`src/design/ex_pkg.sv`:
```
package ex_pkg;

  //////////////////////////////////////////////////////////////////////
  // Widths
  //////////////////////////////////////////////////////////////////////

  // Integer datapath word
  localparam int unsigned DATA_W     = 32;
  // Register file index including the upper bank bit
  localparam int unsigned REG_ADDR_W = 6;
  // Shift amount taken from operand B
  localparam int unsigned SHAMT_W    = 5;

  //////////////////////////////////////////////////////////////////////
  // Operator encodings
  //////////////////////////////////////////////////////////////////////

  // ALU operators, arithmetic first and branch compares last
  typedef enum logic [3:0] {
    ALU_ADD  = 4'd0,
    ALU_SUB  = 4'd1,
    ALU_AND  = 4'd2,
    ALU_OR   = 4'd3,
    ALU_XOR  = 4'd4,
    ALU_SLL  = 4'd5,
    ALU_SRL  = 4'd6,
    ALU_SRA  = 4'd7,
    ALU_SLT  = 4'd8,
    ALU_SLTU = 4'd9,
    ALU_EQ   = 4'd10,
    ALU_NE   = 4'd11,
    ALU_LT   = 4'd12,
    ALU_GE   = 4'd13,
    ALU_LTU  = 4'd14,
    ALU_GEU  = 4'd15
  } alu_op_e;

  // Multiplier operators, low product plus the three high forms
  typedef enum logic [1:0] {
    MUL_LO  = 2'd0,
    MUL_H   = 2'd1,
    MUL_HSU = 2'd2,
    MUL_HU  = 2'd3
  } mult_op_e;

  // Multiplier sequencer states
  typedef enum logic [1:0] {
    MS_IDLE   = 2'd0,
    MS_STEP   = 2'd1,
    MS_FINISH = 2'd2
  } mult_state_e;

endpackage

```
`src/design/ex_alu.sv`:
```
`timescale 1ns/1ns

module ex_alu import ex_pkg::*; (
  input  alu_op_e           operator_i,
  input  logic [DATA_W-1:0] operand_a_i,
  input  logic [DATA_W-1:0] operand_b_i,
  output logic [DATA_W-1:0] result_o,
  output logic              cmp_result_o
);

  // Adder path
  logic                sub_en;
  logic [DATA_W-1:0]   adder_b;
  logic [DATA_W:0]     adder_sum;

  // Comparison flags
  logic                is_equal;
  logic                lt_unsigned;
  logic                lt_signed;

  // Shifter path
  logic [SHAMT_W-1:0]  shamt;
  logic                shift_left;
  logic                shift_arith;
  logic [DATA_W-1:0]   a_reversed;
  logic [DATA_W-1:0]   shift_in;
  logic [DATA_W:0]     shift_ext;
  logic [DATA_W:0]     shift_out;
  logic [DATA_W-1:0]   shift_right;
  logic [DATA_W-1:0]   shift_right_rev;

  //////////////////////////////////////////////////////////////////////
  // Adder and comparisons
  //////////////////////////////////////////////////////////////////////

  // Everything that compares goes through the subtractor
  always_comb begin
    case (operator_i)
      ALU_SUB, ALU_SLT, ALU_SLTU,
      ALU_LT, ALU_GE, ALU_LTU, ALU_GEU: sub_en = 1'b1;
      default:                          sub_en = 1'b0;
    endcase
  end

  // Two's complement subtract as A + ~B + 1
  assign adder_b   = sub_en ? ~operand_b_i : operand_b_i;
  assign adder_sum = {1'b0, operand_a_i} + {1'b0, adder_b} + {{DATA_W{1'b0}}, sub_en};

  assign is_equal    = (operand_a_i == operand_b_i);
  // No carry out of A - B means A is below B
  assign lt_unsigned = ~adder_sum[DATA_W];
  // Differing signs decide directly, else the difference sign does
  assign lt_signed   = (operand_a_i[DATA_W-1] != operand_b_i[DATA_W-1]) ?
                       operand_a_i[DATA_W-1] : adder_sum[DATA_W-1];

  // Branch compares and set-less-than share one flag
  always_comb begin
    case (operator_i)
      ALU_EQ:            cmp_result_o = is_equal;
      ALU_NE:            cmp_result_o = ~is_equal;
      ALU_LT, ALU_SLT:   cmp_result_o = lt_signed;
      ALU_GE:            cmp_result_o = ~lt_signed;
      ALU_LTU, ALU_SLTU: cmp_result_o = lt_unsigned;
      ALU_GEU:           cmp_result_o = ~lt_unsigned;
      default:           cmp_result_o = 1'b0;
    endcase
  end

  //////////////////////////////////////////////////////////////////////
  // Shifter
  //////////////////////////////////////////////////////////////////////

  // Only the low bits of B count
  assign shamt       = operand_b_i[SHAMT_W-1:0];
  assign shift_left  = (operator_i == ALU_SLL);
  assign shift_arith = (operator_i == ALU_SRA);

  // Left shifts run through the right shifter on a bit-reversed word
  always_comb begin
    for (int i = 0; i < DATA_W; i++) begin
      a_reversed[i] = operand_a_i[DATA_W-1-i];
    end
  end

  assign shift_in  = shift_left ? a_reversed : operand_a_i;
  // Extra top bit carries the fill value for SRA
  assign shift_ext = {shift_arith & operand_a_i[DATA_W-1], shift_in};
  assign shift_out = $signed(shift_ext) >>> shamt;

  assign shift_right = shift_out[DATA_W-1:0];

  // Undo the reversal for SLL
  always_comb begin
    for (int i = 0; i < DATA_W; i++) begin
      shift_right_rev[i] = shift_right[DATA_W-1-i];
    end
  end

  //////////////////////////////////////////////////////////////////////
  // Result select
  //////////////////////////////////////////////////////////////////////

  always_comb begin
    case (operator_i)
      ALU_ADD, ALU_SUB: result_o = adder_sum[DATA_W-1:0];
      ALU_AND:          result_o = operand_a_i & operand_b_i;
      ALU_OR:           result_o = operand_a_i | operand_b_i;
      ALU_XOR:          result_o = operand_a_i ^ operand_b_i;
      ALU_SLL:          result_o = shift_right_rev;
      ALU_SRL, ALU_SRA: result_o = shift_right;
      // SLT, SLTU and the branch compares return the flag zero extended
      default:          result_o = {{(DATA_W-1){1'b0}}, cmp_result_o};
    endcase
  end

endmodule

```
`src/design/ex_mult.sv`:
```
`timescale 1ns/1ns

module ex_mult import ex_pkg::*; (
  input  logic              clk,
  input  logic              rst_n,
  input  logic              enable_i,
  input  mult_op_e          operator_i,
  input  logic [DATA_W-1:0] op_a_i,
  input  logic [DATA_W-1:0] op_b_i,
  input  logic              ex_ready_i,
  output logic [DATA_W-1:0] result_o,
  output logic              ready_o,
  output logic              multicycle_o
);

  // Sequencer
  mult_state_e state_q;
  mult_state_e state_d;
  logic        high_op;
  logic        acc_load;
  logic        acc_add;

  // Operand signedness per operator
  logic        sign_a;
  logic        sign_b;

  // Extended operands and the two partial products
  logic signed [DATA_W:0]     a_ext;
  logic signed [DATA_W:0]     b_ext;
  logic signed [DATA_W/2:0]   b_lo;
  logic signed [DATA_W/2:0]   b_hi;
  logic signed [2*DATA_W-1:0] pp_lo;
  logic signed [2*DATA_W-1:0] pp_hi;

  // Full product accumulator and single-cycle low product
  logic [2*DATA_W-1:0] acc_q;
  logic [DATA_W-1:0]   prod_lo;

  //////////////////////////////////////////////////////////////////////
  // Operand preparation
  //////////////////////////////////////////////////////////////////////

  assign high_op = (operator_i != MUL_LO);

  always_comb begin
    case (operator_i)
      MUL_H:   {sign_a, sign_b} = 2'b11;
      MUL_HSU: {sign_a, sign_b} = 2'b10;
      default: {sign_a, sign_b} = 2'b00;
    endcase
  end

  // One extra bit turns every form into a signed 33x33 multiply
  assign a_ext = {sign_a & op_a_i[DATA_W-1], op_a_i};
  assign b_ext = {sign_b & op_b_i[DATA_W-1], op_b_i};

  // Low half of B is always positive, high half keeps the sign
  assign b_lo = {1'b0, op_b_i[DATA_W/2-1:0]};
  assign b_hi = b_ext[DATA_W:DATA_W/2];

  // Products are computed at 64 bits so they come out exact
  assign pp_lo = a_ext * b_lo;
  assign pp_hi = a_ext * b_hi;

  // Lower word does not depend on signedness
  assign prod_lo = op_a_i * op_b_i;

  //////////////////////////////////////////////////////////////////////
  // High product sequencer
  //////////////////////////////////////////////////////////////////////

  always_comb begin
    state_d  = state_q;
    ready_o  = 1'b1;
    acc_load = 1'b0;
    acc_add  = 1'b0;
    case (state_q)
      MS_IDLE: begin
        // MUL_LO finishes right here and never leaves idle
        if (enable_i && high_op) begin
          ready_o  = 1'b0;
          acc_load = 1'b1;
          state_d  = MS_STEP;
        end
      end
      MS_STEP: begin
        ready_o = 1'b0;
        acc_add = 1'b1;
        state_d = MS_FINISH;
      end
      MS_FINISH: begin
        // Result held here while the pipeline is stalled
        if (ex_ready_i) begin
          state_d = MS_IDLE;
        end
      end
      default: begin
        state_d = MS_IDLE;
      end
    endcase
  end

  always_ff @(posedge clk or negedge rst_n) begin
    if (!rst_n) begin
      state_q <= MS_IDLE;
    end else begin
      state_q <= state_d;
    end
  end

  // First the low partial product, then the high one shifted by half a word
  always_ff @(posedge clk) begin
    if (acc_load) begin
      acc_q <= pp_lo;
    end else if (acc_add) begin
      acc_q <= acc_q + (pp_hi <<< (DATA_W/2));
    end
  end

  //////////////////////////////////////////////////////////////////////
  // Outputs
  //////////////////////////////////////////////////////////////////////

  assign result_o     = (state_q == MS_FINISH) ? acc_q[2*DATA_W-1:DATA_W] : prod_lo;
  assign multicycle_o = (state_q == MS_STEP) || (state_q == MS_FINISH);

endmodule

```
`src/design/ex_stage.sv`:
```
`timescale 1ns/1ns

module ex_stage import ex_pkg::*; (
  input  logic                  clk,
  input  logic                  rst_n,

  // ALU inputs from ID
  input  alu_op_e               alu_operator_i,
  input  logic [DATA_W-1:0]     alu_operand_a_i,
  input  logic [DATA_W-1:0]     alu_operand_b_i,
  input  logic [DATA_W-1:0]     alu_operand_c_i,
  input  logic                  alu_en_i,

  // Multiplier inputs from ID
  input  mult_op_e              mult_operator_i,
  input  logic [DATA_W-1:0]     mult_operand_a_i,
  input  logic [DATA_W-1:0]     mult_operand_b_i,
  input  logic                  mult_en_i,
  output logic                  mult_multicycle_o,

  // Load/store unit
  input  logic                  lsu_en_i,
  input  logic [DATA_W-1:0]     lsu_rdata_i,
  input  logic                  lsu_ready_ex_i,
  input  logic                  lsu_err_i,

  input  logic                  branch_in_ex_i,

  // Destination registers
  input  logic [REG_ADDR_W-1:0] regfile_alu_waddr_i,
  input  logic                  regfile_alu_we_i,
  input  logic                  regfile_we_i,
  input  logic [REG_ADDR_W-1:0] regfile_waddr_i,

  // CSR access
  input  logic                  csr_access_i,
  input  logic [DATA_W-1:0]     csr_rdata_i,

  // Write ports
  output logic [REG_ADDR_W-1:0] regfile_waddr_wb_o,
  output logic                  regfile_we_wb_o,
  output logic [DATA_W-1:0]     regfile_wdata_wb_o,
  output logic [REG_ADDR_W-1:0] regfile_alu_waddr_fw_o,
  output logic                  regfile_alu_we_fw_o,
  output logic [DATA_W-1:0]     regfile_alu_wdata_fw_o,

  // Branch resolution towards IF
  output logic [DATA_W-1:0]     jump_target_o,
  output logic                  branch_decision_o,

  // Stall control
  output logic                  ex_ready_o,
  output logic                  ex_valid_o,
  input  logic                  wb_ready_i
);

  logic [DATA_W-1:0] alu_result;
  logic              alu_cmp_result;
  logic [DATA_W-1:0] mult_result;
  logic              mult_ready;
  logic              any_en;

  //////////////////////////////////////////////////////////////////////
  // Execution units
  //////////////////////////////////////////////////////////////////////

  ex_alu u_alu (
    .operator_i   (alu_operator_i),
    .operand_a_i  (alu_operand_a_i),
    .operand_b_i  (alu_operand_b_i),
    .result_o     (alu_result),
    .cmp_result_o (alu_cmp_result)
  );

  // ex_ready_o only releases the multiplier from its finish state
  ex_mult u_mult (
    .clk          (clk),
    .rst_n        (rst_n),
    .enable_i     (mult_en_i),
    .operator_i   (mult_operator_i),
    .op_a_i       (mult_operand_a_i),
    .op_b_i       (mult_operand_b_i),
    .ex_ready_i   (ex_ready_o),
    .result_o     (mult_result),
    .ready_o      (mult_ready),
    .multicycle_o (mult_multicycle_o)
  );

  ex_writeback u_writeback (
    .clk                    (clk),
    .rst_n                  (rst_n),
    .alu_en_i               (alu_en_i),
    .mult_en_i              (mult_en_i),
    .csr_access_i           (csr_access_i),
    .alu_result_i           (alu_result),
    .mult_result_i          (mult_result),
    .csr_rdata_i            (csr_rdata_i),
    .lsu_rdata_i            (lsu_rdata_i),
    .regfile_alu_we_i       (regfile_alu_we_i),
    .regfile_alu_waddr_i    (regfile_alu_waddr_i),
    .regfile_we_i           (regfile_we_i),
    .regfile_waddr_i        (regfile_waddr_i),
    .lsu_err_i              (lsu_err_i),
    .ex_valid_i             (ex_valid_o),
    .wb_ready_i             (wb_ready_i),
    .regfile_alu_we_fw_o    (regfile_alu_we_fw_o),
    .regfile_alu_waddr_fw_o (regfile_alu_waddr_fw_o),
    .regfile_alu_wdata_fw_o (regfile_alu_wdata_fw_o),
    .regfile_we_wb_o        (regfile_we_wb_o),
    .regfile_waddr_wb_o     (regfile_waddr_wb_o),
    .regfile_wdata_wb_o     (regfile_wdata_wb_o)
  );

  //////////////////////////////////////////////////////////////////////
  // Branch and handshake
  //////////////////////////////////////////////////////////////////////

  // Target comes precomputed from ID in operand C
  assign branch_decision_o = alu_cmp_result;
  assign jump_target_o     = alu_operand_c_i;

  assign any_en = alu_en_i | mult_en_i | csr_access_i | lsu_en_i;

  // Branches resolve in EX and need nothing downstream
  assign ex_ready_o = (mult_ready & lsu_ready_ex_i & wb_ready_i) | branch_in_ex_i;
  // Valid looks right only, so it does not depend on ex_ready_o
  assign ex_valid_o = any_en & mult_ready & lsu_ready_ex_i & wb_ready_i;

endmodule

```
`src/design/ex_writeback.sv`:
```
`timescale 1ns/1ns

module ex_writeback import ex_pkg::*; (
  input  logic                  clk,
  input  logic                  rst_n,

  // Result sources
  input  logic                  alu_en_i,
  input  logic                  mult_en_i,
  input  logic                  csr_access_i,
  input  logic [DATA_W-1:0]     alu_result_i,
  input  logic [DATA_W-1:0]     mult_result_i,
  input  logic [DATA_W-1:0]     csr_rdata_i,
  input  logic [DATA_W-1:0]     lsu_rdata_i,

  // Destination registers from ID
  input  logic                  regfile_alu_we_i,
  input  logic [REG_ADDR_W-1:0] regfile_alu_waddr_i,
  input  logic                  regfile_we_i,
  input  logic [REG_ADDR_W-1:0] regfile_waddr_i,

  // Pipeline control
  input  logic                  lsu_err_i,
  input  logic                  ex_valid_i,
  input  logic                  wb_ready_i,

  // Forwarding port towards ID and the register file
  output logic                  regfile_alu_we_fw_o,
  output logic [REG_ADDR_W-1:0] regfile_alu_waddr_fw_o,
  output logic [DATA_W-1:0]     regfile_alu_wdata_fw_o,

  // Load/store port after the EX/WB register
  output logic                  regfile_we_wb_o,
  output logic [REG_ADDR_W-1:0] regfile_waddr_wb_o,
  output logic [DATA_W-1:0]     regfile_wdata_wb_o
);

  logic                  lsu_we_q;
  logic [REG_ADDR_W-1:0] lsu_waddr_q;
  logic                  lsu_we_d;

  //////////////////////////////////////////////////////////////////////
  // Forwarding port
  //////////////////////////////////////////////////////////////////////

  assign regfile_alu_we_fw_o    = regfile_alu_we_i;
  assign regfile_alu_waddr_fw_o = regfile_alu_waddr_i;

  // CSR read data wins, then the multiplier, then the ALU
  always_comb begin
    if (csr_access_i) begin
      regfile_alu_wdata_fw_o = csr_rdata_i;
    end else if (mult_en_i) begin
      regfile_alu_wdata_fw_o = mult_result_i;
    end else if (alu_en_i) begin
      regfile_alu_wdata_fw_o = alu_result_i;
    end else begin
      regfile_alu_wdata_fw_o = '0;
    end
  end

  //////////////////////////////////////////////////////////////////////
  // EX/WB register for the load/store port
  //////////////////////////////////////////////////////////////////////

  // A faulting access never reaches the register file
  assign lsu_we_d = regfile_we_i & ~lsu_err_i;

  always_ff @(posedge clk or negedge rst_n) begin
    if (!rst_n) begin
      lsu_we_q    <= 1'b0;
      lsu_waddr_q <= '0;
    end else if (ex_valid_i) begin
      lsu_we_q <= lsu_we_d;
      if (lsu_we_d) begin
        lsu_waddr_q <= regfile_waddr_i;
      end
    end else if (wb_ready_i) begin
      // WB took the old entry and nothing new arrived
      lsu_we_q <= 1'b0;
    end
  end

  assign regfile_we_wb_o    = lsu_we_q;
  assign regfile_waddr_wb_o = lsu_waddr_q;
  // Load data arrives from the LSU in the WB cycle itself
  assign regfile_wdata_wb_o = lsu_rdata_i;

endmodule

```
`config.mk`:
```
export PLATFORM = sky130hd
export DESIGN_NAME = ex_stage
export DESIGN_NICKNAME = d
export VERILOG_FILES = /design/src/design/ex_pkg.sv /design/src/design/ex_alu.sv /design/src/design/ex_mult.sv /design/src/design/ex_stage.sv /design/src/design/ex_writeback.sv
export SDC_FILE = /design/constraint.sdc
export NUM_CORES = 2
export LEC_CHECK = 0
export CAP_MARGIN = 20
export CORE_MARGIN = 2
export CORE_UTILIZATION = 45
export DETAILED_ROUTE_END_ITERATION = 10
export DONT_BUFFER_PORTS = 1
export PLACE_DENSITY = 0.65
export SYNTH_ARGS = -nofsm -noshare
export SYNTH_HDL_FRONTEND = slang
export SYNTH_HIERARCHICAL = 1
export SYNTH_SLANG_ARGS = --single-unit
```
`constraint.sdc`:
```
create_clock -name clk -period 8.9 [get_ports clk]
set_clock_uncertainty 0.05 [all_clocks]
set_input_delay 0.445 -clock clk [delete_from_list [all_inputs] [get_ports clk]]
set_output_delay 0.445 -clock clk [all_outputs]
set_load 0.05 [all_outputs]
```
== Yosys cells after proc, flatten, opt, wreduce, memory -nomap -nowiden ==
Index checks and enable logic that the tools add are counted.
Storage, ports and cells
  word-level logic and storage cells: 94
  register bits after elaboration: 73
  output and inout port bits: 114
  bits of input ports: 254
Operators by class
  add/subtract/negate cells: 3
  equality and inequality tests: 23
  muxes and demuxes: 24
  reductions and logical operators: 15
  multiply operators: 3
  bitwise gates (word level): 21
  shifts and indexed selects: 1
Operator list (number)
  32-bit two-way mux: 6
  32-bit case mux with 6 select lines: 1
  64-bit two-way mux: 2
  64-bit adder: 1
  33-bit by 17-bit multiplier with 50-bit output: 1
  33-bit by 17-bit multiplier with 48-bit output: 1
  32-bit by 32-bit adder with 33-bit output: 1
  33-bit by 1-bit adder with 33-bit output: 1
  33-bit by 5-bit >>> shifter with 32-bit output: 1
  32-bit bitwise AND: 1
  32-bit equality test: 1
  4-bit equality test (second input constant): 8
  32-bit by 32-bit multiplier with 32-bit output: 1
  32-bit inverter: 1
  32-bit OR: 1
  32-bit bitwise XOR: 1
  4-bit by 3-bit equality test with 1-bit output (second input constant): 4
  1-bit two-way mux: 10
  2-bit OR reduction: 5
  1-bit bitwise AND: 9
  4-bit by 2-bit equality test with 1-bit output (second input constant): 2
  7-bit OR reduction: 1
  1-bit case mux with 6 select lines: 1
  2-bit case mux with 3 select lines: 1
  16 further kinds: 28

== Longest topological paths before layout ==
  depth in word-level cells: 13
  gate-level depth with buffers: 39

== By module ==
The synthesis kept the hierarchy.
Modules (own cells, without submodules)
  ex_mult: sequential area each 1491.4 um2, cells each 5689, area each 52285.1 um2, times used 1
  ex_alu: sequential area each 0.0 um2, cells each 835, area each 6452.4 um2, times used 1
  ex_writeback: sequential area each 175.2 um2, cells each 200, area each 1455.1 um2, times used 1
  ex_stage: sequential area each 0.0 um2, cells each 36, area each 267.8 um2, times used 1

== Least setup slack after synthesis ==
OpenSTA, ideal clock, no wires.
  path type: in2reg
  start: in mult_operand_a_i[11]
  end: reg u_mult.acc_q[59] (data pin)
  setup slack: 531 ps
  stages: 34
  data arrival time: 8056 ps
  data required time: 8587 ps
  library setup time: 263 ps
  path buffers: 1
  path through: clkbuf_1 nand2_1 fa_1 inv_1 fa_1 fa_1 fa_1 inv_1 fa_1 inv_1 fa_1 ha_1 a21o_1 a21oi_1 o311ai_0 nand3_1 and2_1 o21ai_0 and2_1 a221o_1 a21o_1 a21oi_1 xnor2_1 ha_1 and4_1 nand4_1 a21oi_2 nor3_4 o211a_1 o31ai_2 o31ai_1 o21ai_0 xnor2_1 o21ai_1
On the way
  word-level cells in the longest chain between the ends: 4
  elaborated cells on any way between the ends: 5
  those cells by class: add/sub: 1; mul: 2; mux: 2
RTL lines
  start, declared: line ex_stage.sv:16  | input logic [DATA_W-1:0] mult_operand_a_i,
  33-bit by 17-bit multiplier with 48-bit output: line ex_mult.sv:63  | assign pp_hi = a_ext * b_hi;
  64-bit adder: line ex_mult.sv:116  | acc_q <= acc_q + (pp_hi <<< (DATA_W/2));
  64-bit two-way mux: line ex_mult.sv:115  | end else if (acc_add) begin
  64-bit two-way mux (*): line ex_mult.sv:113  | if (acc_load) begin
  end signal, assigned: line ex_mult.sv:114  | acc_q <= pp_lo;
  end signal, assigned: line ex_mult.sv:116
  end, declared: line ex_mult.sv:36  | logic [2*DATA_W-1:0] acc_q;
Mark *: on every way between the ends. The rest lies on a longest branch, timed or not. The select of a mux whose other input is x is not followed.
A chain may end at the register's enable or synchronous reset.

== Final worst setup path ==
  start: in mult_operand_a_i[17]
  end: out regfile_alu_wdata_fw_o[30]
On the way
  word-level cells in the longest chain between the ends: 4
RTL lines
  32-bit by 32-bit multiplier with 32-bit output: line ex_mult.sv:66  | assign prod_lo = op_a_i * op_b_i;
  32-bit two-way mux: line ex_mult.sv:124  | assign result_o = (state_q == MS_FINISH) ? acc_q[2*DATA_W-1:DATA_W] : prod_lo;
  named net mult_result[30]: line ex_stage.sv:59  | logic [DATA_W-1:0] mult_result;
  32-bit two-way mux: line ex_writeback.sv:53  | end else if (mult_en_i) begin
  32-bit two-way mux: line ex_writeback.sv:51  | if (csr_access_i) begin
  end, declared: line ex_stage.sv:45  | output logic [DATA_W-1:0] regfile_alu_wdata_fw_o,
The timed path passes the listed nets, and every way through them passes these cells.

==> metrics.md <==
| Metric | Value |
|---|---|
| Worst r2r path cells | `14` |
| DR vias | `~45,000` |
| Die height | `around 370 µm` |
| M3 GR Usage | `0.0373` |
| Vias per cell | `roughly 5.5` |
| Clock Path Buffers | `2` |
| Sequential area share after synthesis | `0.0276` |
| Max_cap viols | `0` |
| R2R setup slack | `5.12 ns` |
| Top Ports | `368` |
| I/O Buffers | `0` |
| Final net count | `roughly 8,600` |
| CTS Buf Count | `9` |
| Share of layout cells above drive strength 1 | `0.0317` |
| Die area | `0.137 mm²` |
| Most common cell on crit path | `fa_1` |
| Arrival time worst endpoint | `8.18 ns` |
| Initial antenna violation count | `5` |
| Hold Vio Cnt, Final | `0` |
| Setup_tns | `0 ns` |
| Synth Register Bits | `57` |
| Starting DRT DRC Count | `3,212` |
| Tmin final | `8.68 ns` |
| GR Layer Usage met1 | `0.338` |
| Final period utilization | `0.975` |
| Core area | `0.133 mm²` |
| Post-synth EDFFs | `48` |
| Gr usage total | `0.262` |
| CTS H-tree depth | `3` |
| Gpl congestion | `1.01` |
| Max_slew headroom | `0.230` |
| Layout fillers | `around 13,000` |
| Asr flop ratio synth | `0.158` |
| Post-Synthesis Cells | `6,760` |
| Top post-synthesis cells by area | `fa_1, ha_1, inv_1` |
| Largest net degree at the start of global routing | `67` |
| Clk pin slew, worst setup/hold paths | `about 0.07 ns` |
| CP max stage cell | `fa_1` |
| Vias in the first global route | `49,126` |
| CP max stage delay | `between 0.5 and 0.6 ns` |
| Initial core utilization | `0.453` |
| Least-Margin Pin Slew | `1.16 ns` |
| Gr busiest metal | `met2` |
| Clock latency on the worst-skew pair | `about 0.37 ns` |
| Post-route DRC | `0` |
| Critical Path RT | `between 8 and 9 ns` |
| Synth cell types | `94` |
| DP Wirelength | `146 mm` |
| Setup crit start | `mult_operand_a_i[17]` |
| TritonCTS clock tree | `yes` |
| Synth warn | `6` |
| Synth Area per Inst | `8.94 µm²` |
| Max Fclk | `0.115 GHz` |
| Reg-to-Reg End | `u_mult/acc_q[62]` |
| GRT overflow | `0` |
| Die width | `roughly 370 µm` |
| Final setup fails | `0` |
| CP Launch Type | `primary input` |
| Reg2reg start | `u_mult/acc_q[16]` |
| # rows | `between 100 and 150` |
| Critical Path Fanout Max | `33` |
| Drt total wl | `177 mm` |
| Root Driver | `clkbuf_16` |
| First-pass DRT Iterations | `5` |
| Post-Synthesis Net Count | `8,858` |
| Pins Over Slew Limit | `0` |
| Met2 Use GR | `0.449` |
| CTS sink cnt | `57` |
| Post-Syn Area | `0.0605 mm²` |
| Critical path endpoint category | `output pin` |
| ANT nets after route | `0` |
| Critical path type | `in -> out` |
| Status | `completed` |
| Synth top area share | `0.445` |
| Hold WC Path Type | `in -> reg` |
| P&R area growth vs syn | `2.41%` |
| Dominant cell type by area after synthesis | `fa_1` |
| First-pass GRT wire length | `between 200 and 300 mm` |
| Post-synth top flop | `edfxtp_1` |
| Worst setup path end | `regfile_alu_wdata_fw_o[30]` |
| Routed len/inst | `21.4 µm` |
-- worst max-delay path, delay by kind of cell --
family | cells | cell delay [ns]
AOI/OAI and AO/OA | 11 | 2.01
xor gates and xnor gates | 1 | 0.32
adders and majority gates | 9 | 4.45
buffers and inverters | 8 | 0.78
and+or+nand+nor | 1 | 0.16
-- kinds of logic (layout without fill, tap and decap cells) --
family | count (synthesis) | after routing | share of synthesized area
simple gates | 1688 | 1688 | 0.143
buf+inv | 2000 | 1732 | 0.131
other cells | 0 | 6 | 0
flops | 57 | 57 | 0.0276
mux | 98 | 98 | 0.0246
fa+ha+maj | 1844 | 1844 | 0.548
xor+xnor | 268 | 268 | 0.0393
compound gates | 805 | 805 | 0.0870
-- cell usage after synthesis, drive strengths merged (18+ instances only) --
| master | n |
|---|---|
| a211oi | 18 |
| a21o | 92 |
| a21oi | 246 |
| a221o | 32 |
| a221oi | 33 |
| and2 | 604 |
| and3 | 36 |
| buf | 105 |
| clkbuf | 260 |
| edfxtp | 48 |
| fa | 1343 |
| ha | 501 |
| inv | 1634 |
| mux2i | 44 |
| mux4 | 39 |
| nand2 | 625 |
| nand2b | 24 |
| nand3 | 47 |
| nand3b | 36 |
| nor2 | 166 |
| nor2b | 47 |
| nor3 | 24 |
| o21a | 34 |
| o21ai | 187 |
| o21bai | 24 |
| o31ai | 20 |
| or2 | 19 |
| xnor2 | 199 |
| xor2 | 67 |
-- worst min-delay path by stage --
stage                       start                           endpoint  slack, ns  depth (start not counted)
5_1_grt        regfile_waddr_i[1]  u_writeback/regfile_waddr_wb_o[1]       0.17                          1
4_1_cts        regfile_waddr_i[5]  u_writeback/regfile_waddr_wb_o[5]       0.16                          1
6_report       regfile_waddr_i[5]  u_writeback/regfile_waddr_wb_o[5]       0.17                          1
3_3_place_gp                rst_n  u_writeback/regfile_waddr_wb_o[1]        0.1                          0
2_1_floorplan               rst_n                  u_mult/state_q[0]        0.1                          0
3_5_place_dp                rst_n  u_writeback/regfile_waddr_wb_o[1]        0.1                          0
-- repair_timing --
item	4_1_cts	5_1_grt
endpoints found under the setup margin	0	5
hold buffers	1	0
buffers inserted	0	0
gates resized for setup	0	6
hold endpoints to repair	9	0
-- registers in the layout, indices dropped and copies added, names as in the netlist --
signal and count:
u_writeback/regfile_we_wb_o 1, u_writeback/regfile_waddr_wb_o 6, u_mult/acc_q 48, u_mult/state_q 2
-- metal layers --
metal	up-vias	share of wire	wire length, µm
li1	19945	-	-
met1	23284	0.40	71300
met2	1546	0.49	87000
met3	309	0.064	11300
met4	4	0.039	6950
met5	-	0.00012	22
-- cell type report --
class | count | area [µm²] | area share
sequential | 57 | 1670 | 0.0269
inverter | 1635 | 6140 | 0.0991
multi-input combinational | 4703 | 51000 | 0.823
antenna | 6 | 15.0 | 0.000242
clock inverter | 7 | 70.1 | 0.00113
timing repair buffer | 81 | 614 | 0.00992
tap | 1768 | 2210 | 0.0357
clock buffer | 9 | 225 | 0.00364
-- through the flow --
stage	std cells	hold slack (ns)	setup WS, ns	cell area (µm²)	utilization
after global routing	8265	0.168	-0.0427	61900	0.464
final	8266	0.175	0.223	61900	0.464
after CTS	8260	0.156	0.197	61900	0.464
after detailed placement	8243	0.0995	0.0713	61600	0.461
after floorplan	6760	0.0994	0.531	60500	-
after global placement	8243	0.0996	0.158	61600	0.461
-- placed cells by master (no fill, tap or decap), drive strengths merged, types with 44 or more instances in the layout --
cell    instances
o21ai         187
mux2i          44
and2          604
buf            80
nor2b          47
inv          1635
nor2          166
nand2         625
edfxtp         48
xor2           67
nand3          47
fa           1343
a21oi         246
a21o           92
ha            501
xnor2         199
Power is left out: the tool's default activity adds up to more than one toggle a clock period on the data nets, which glitch-free logic cannot reach.
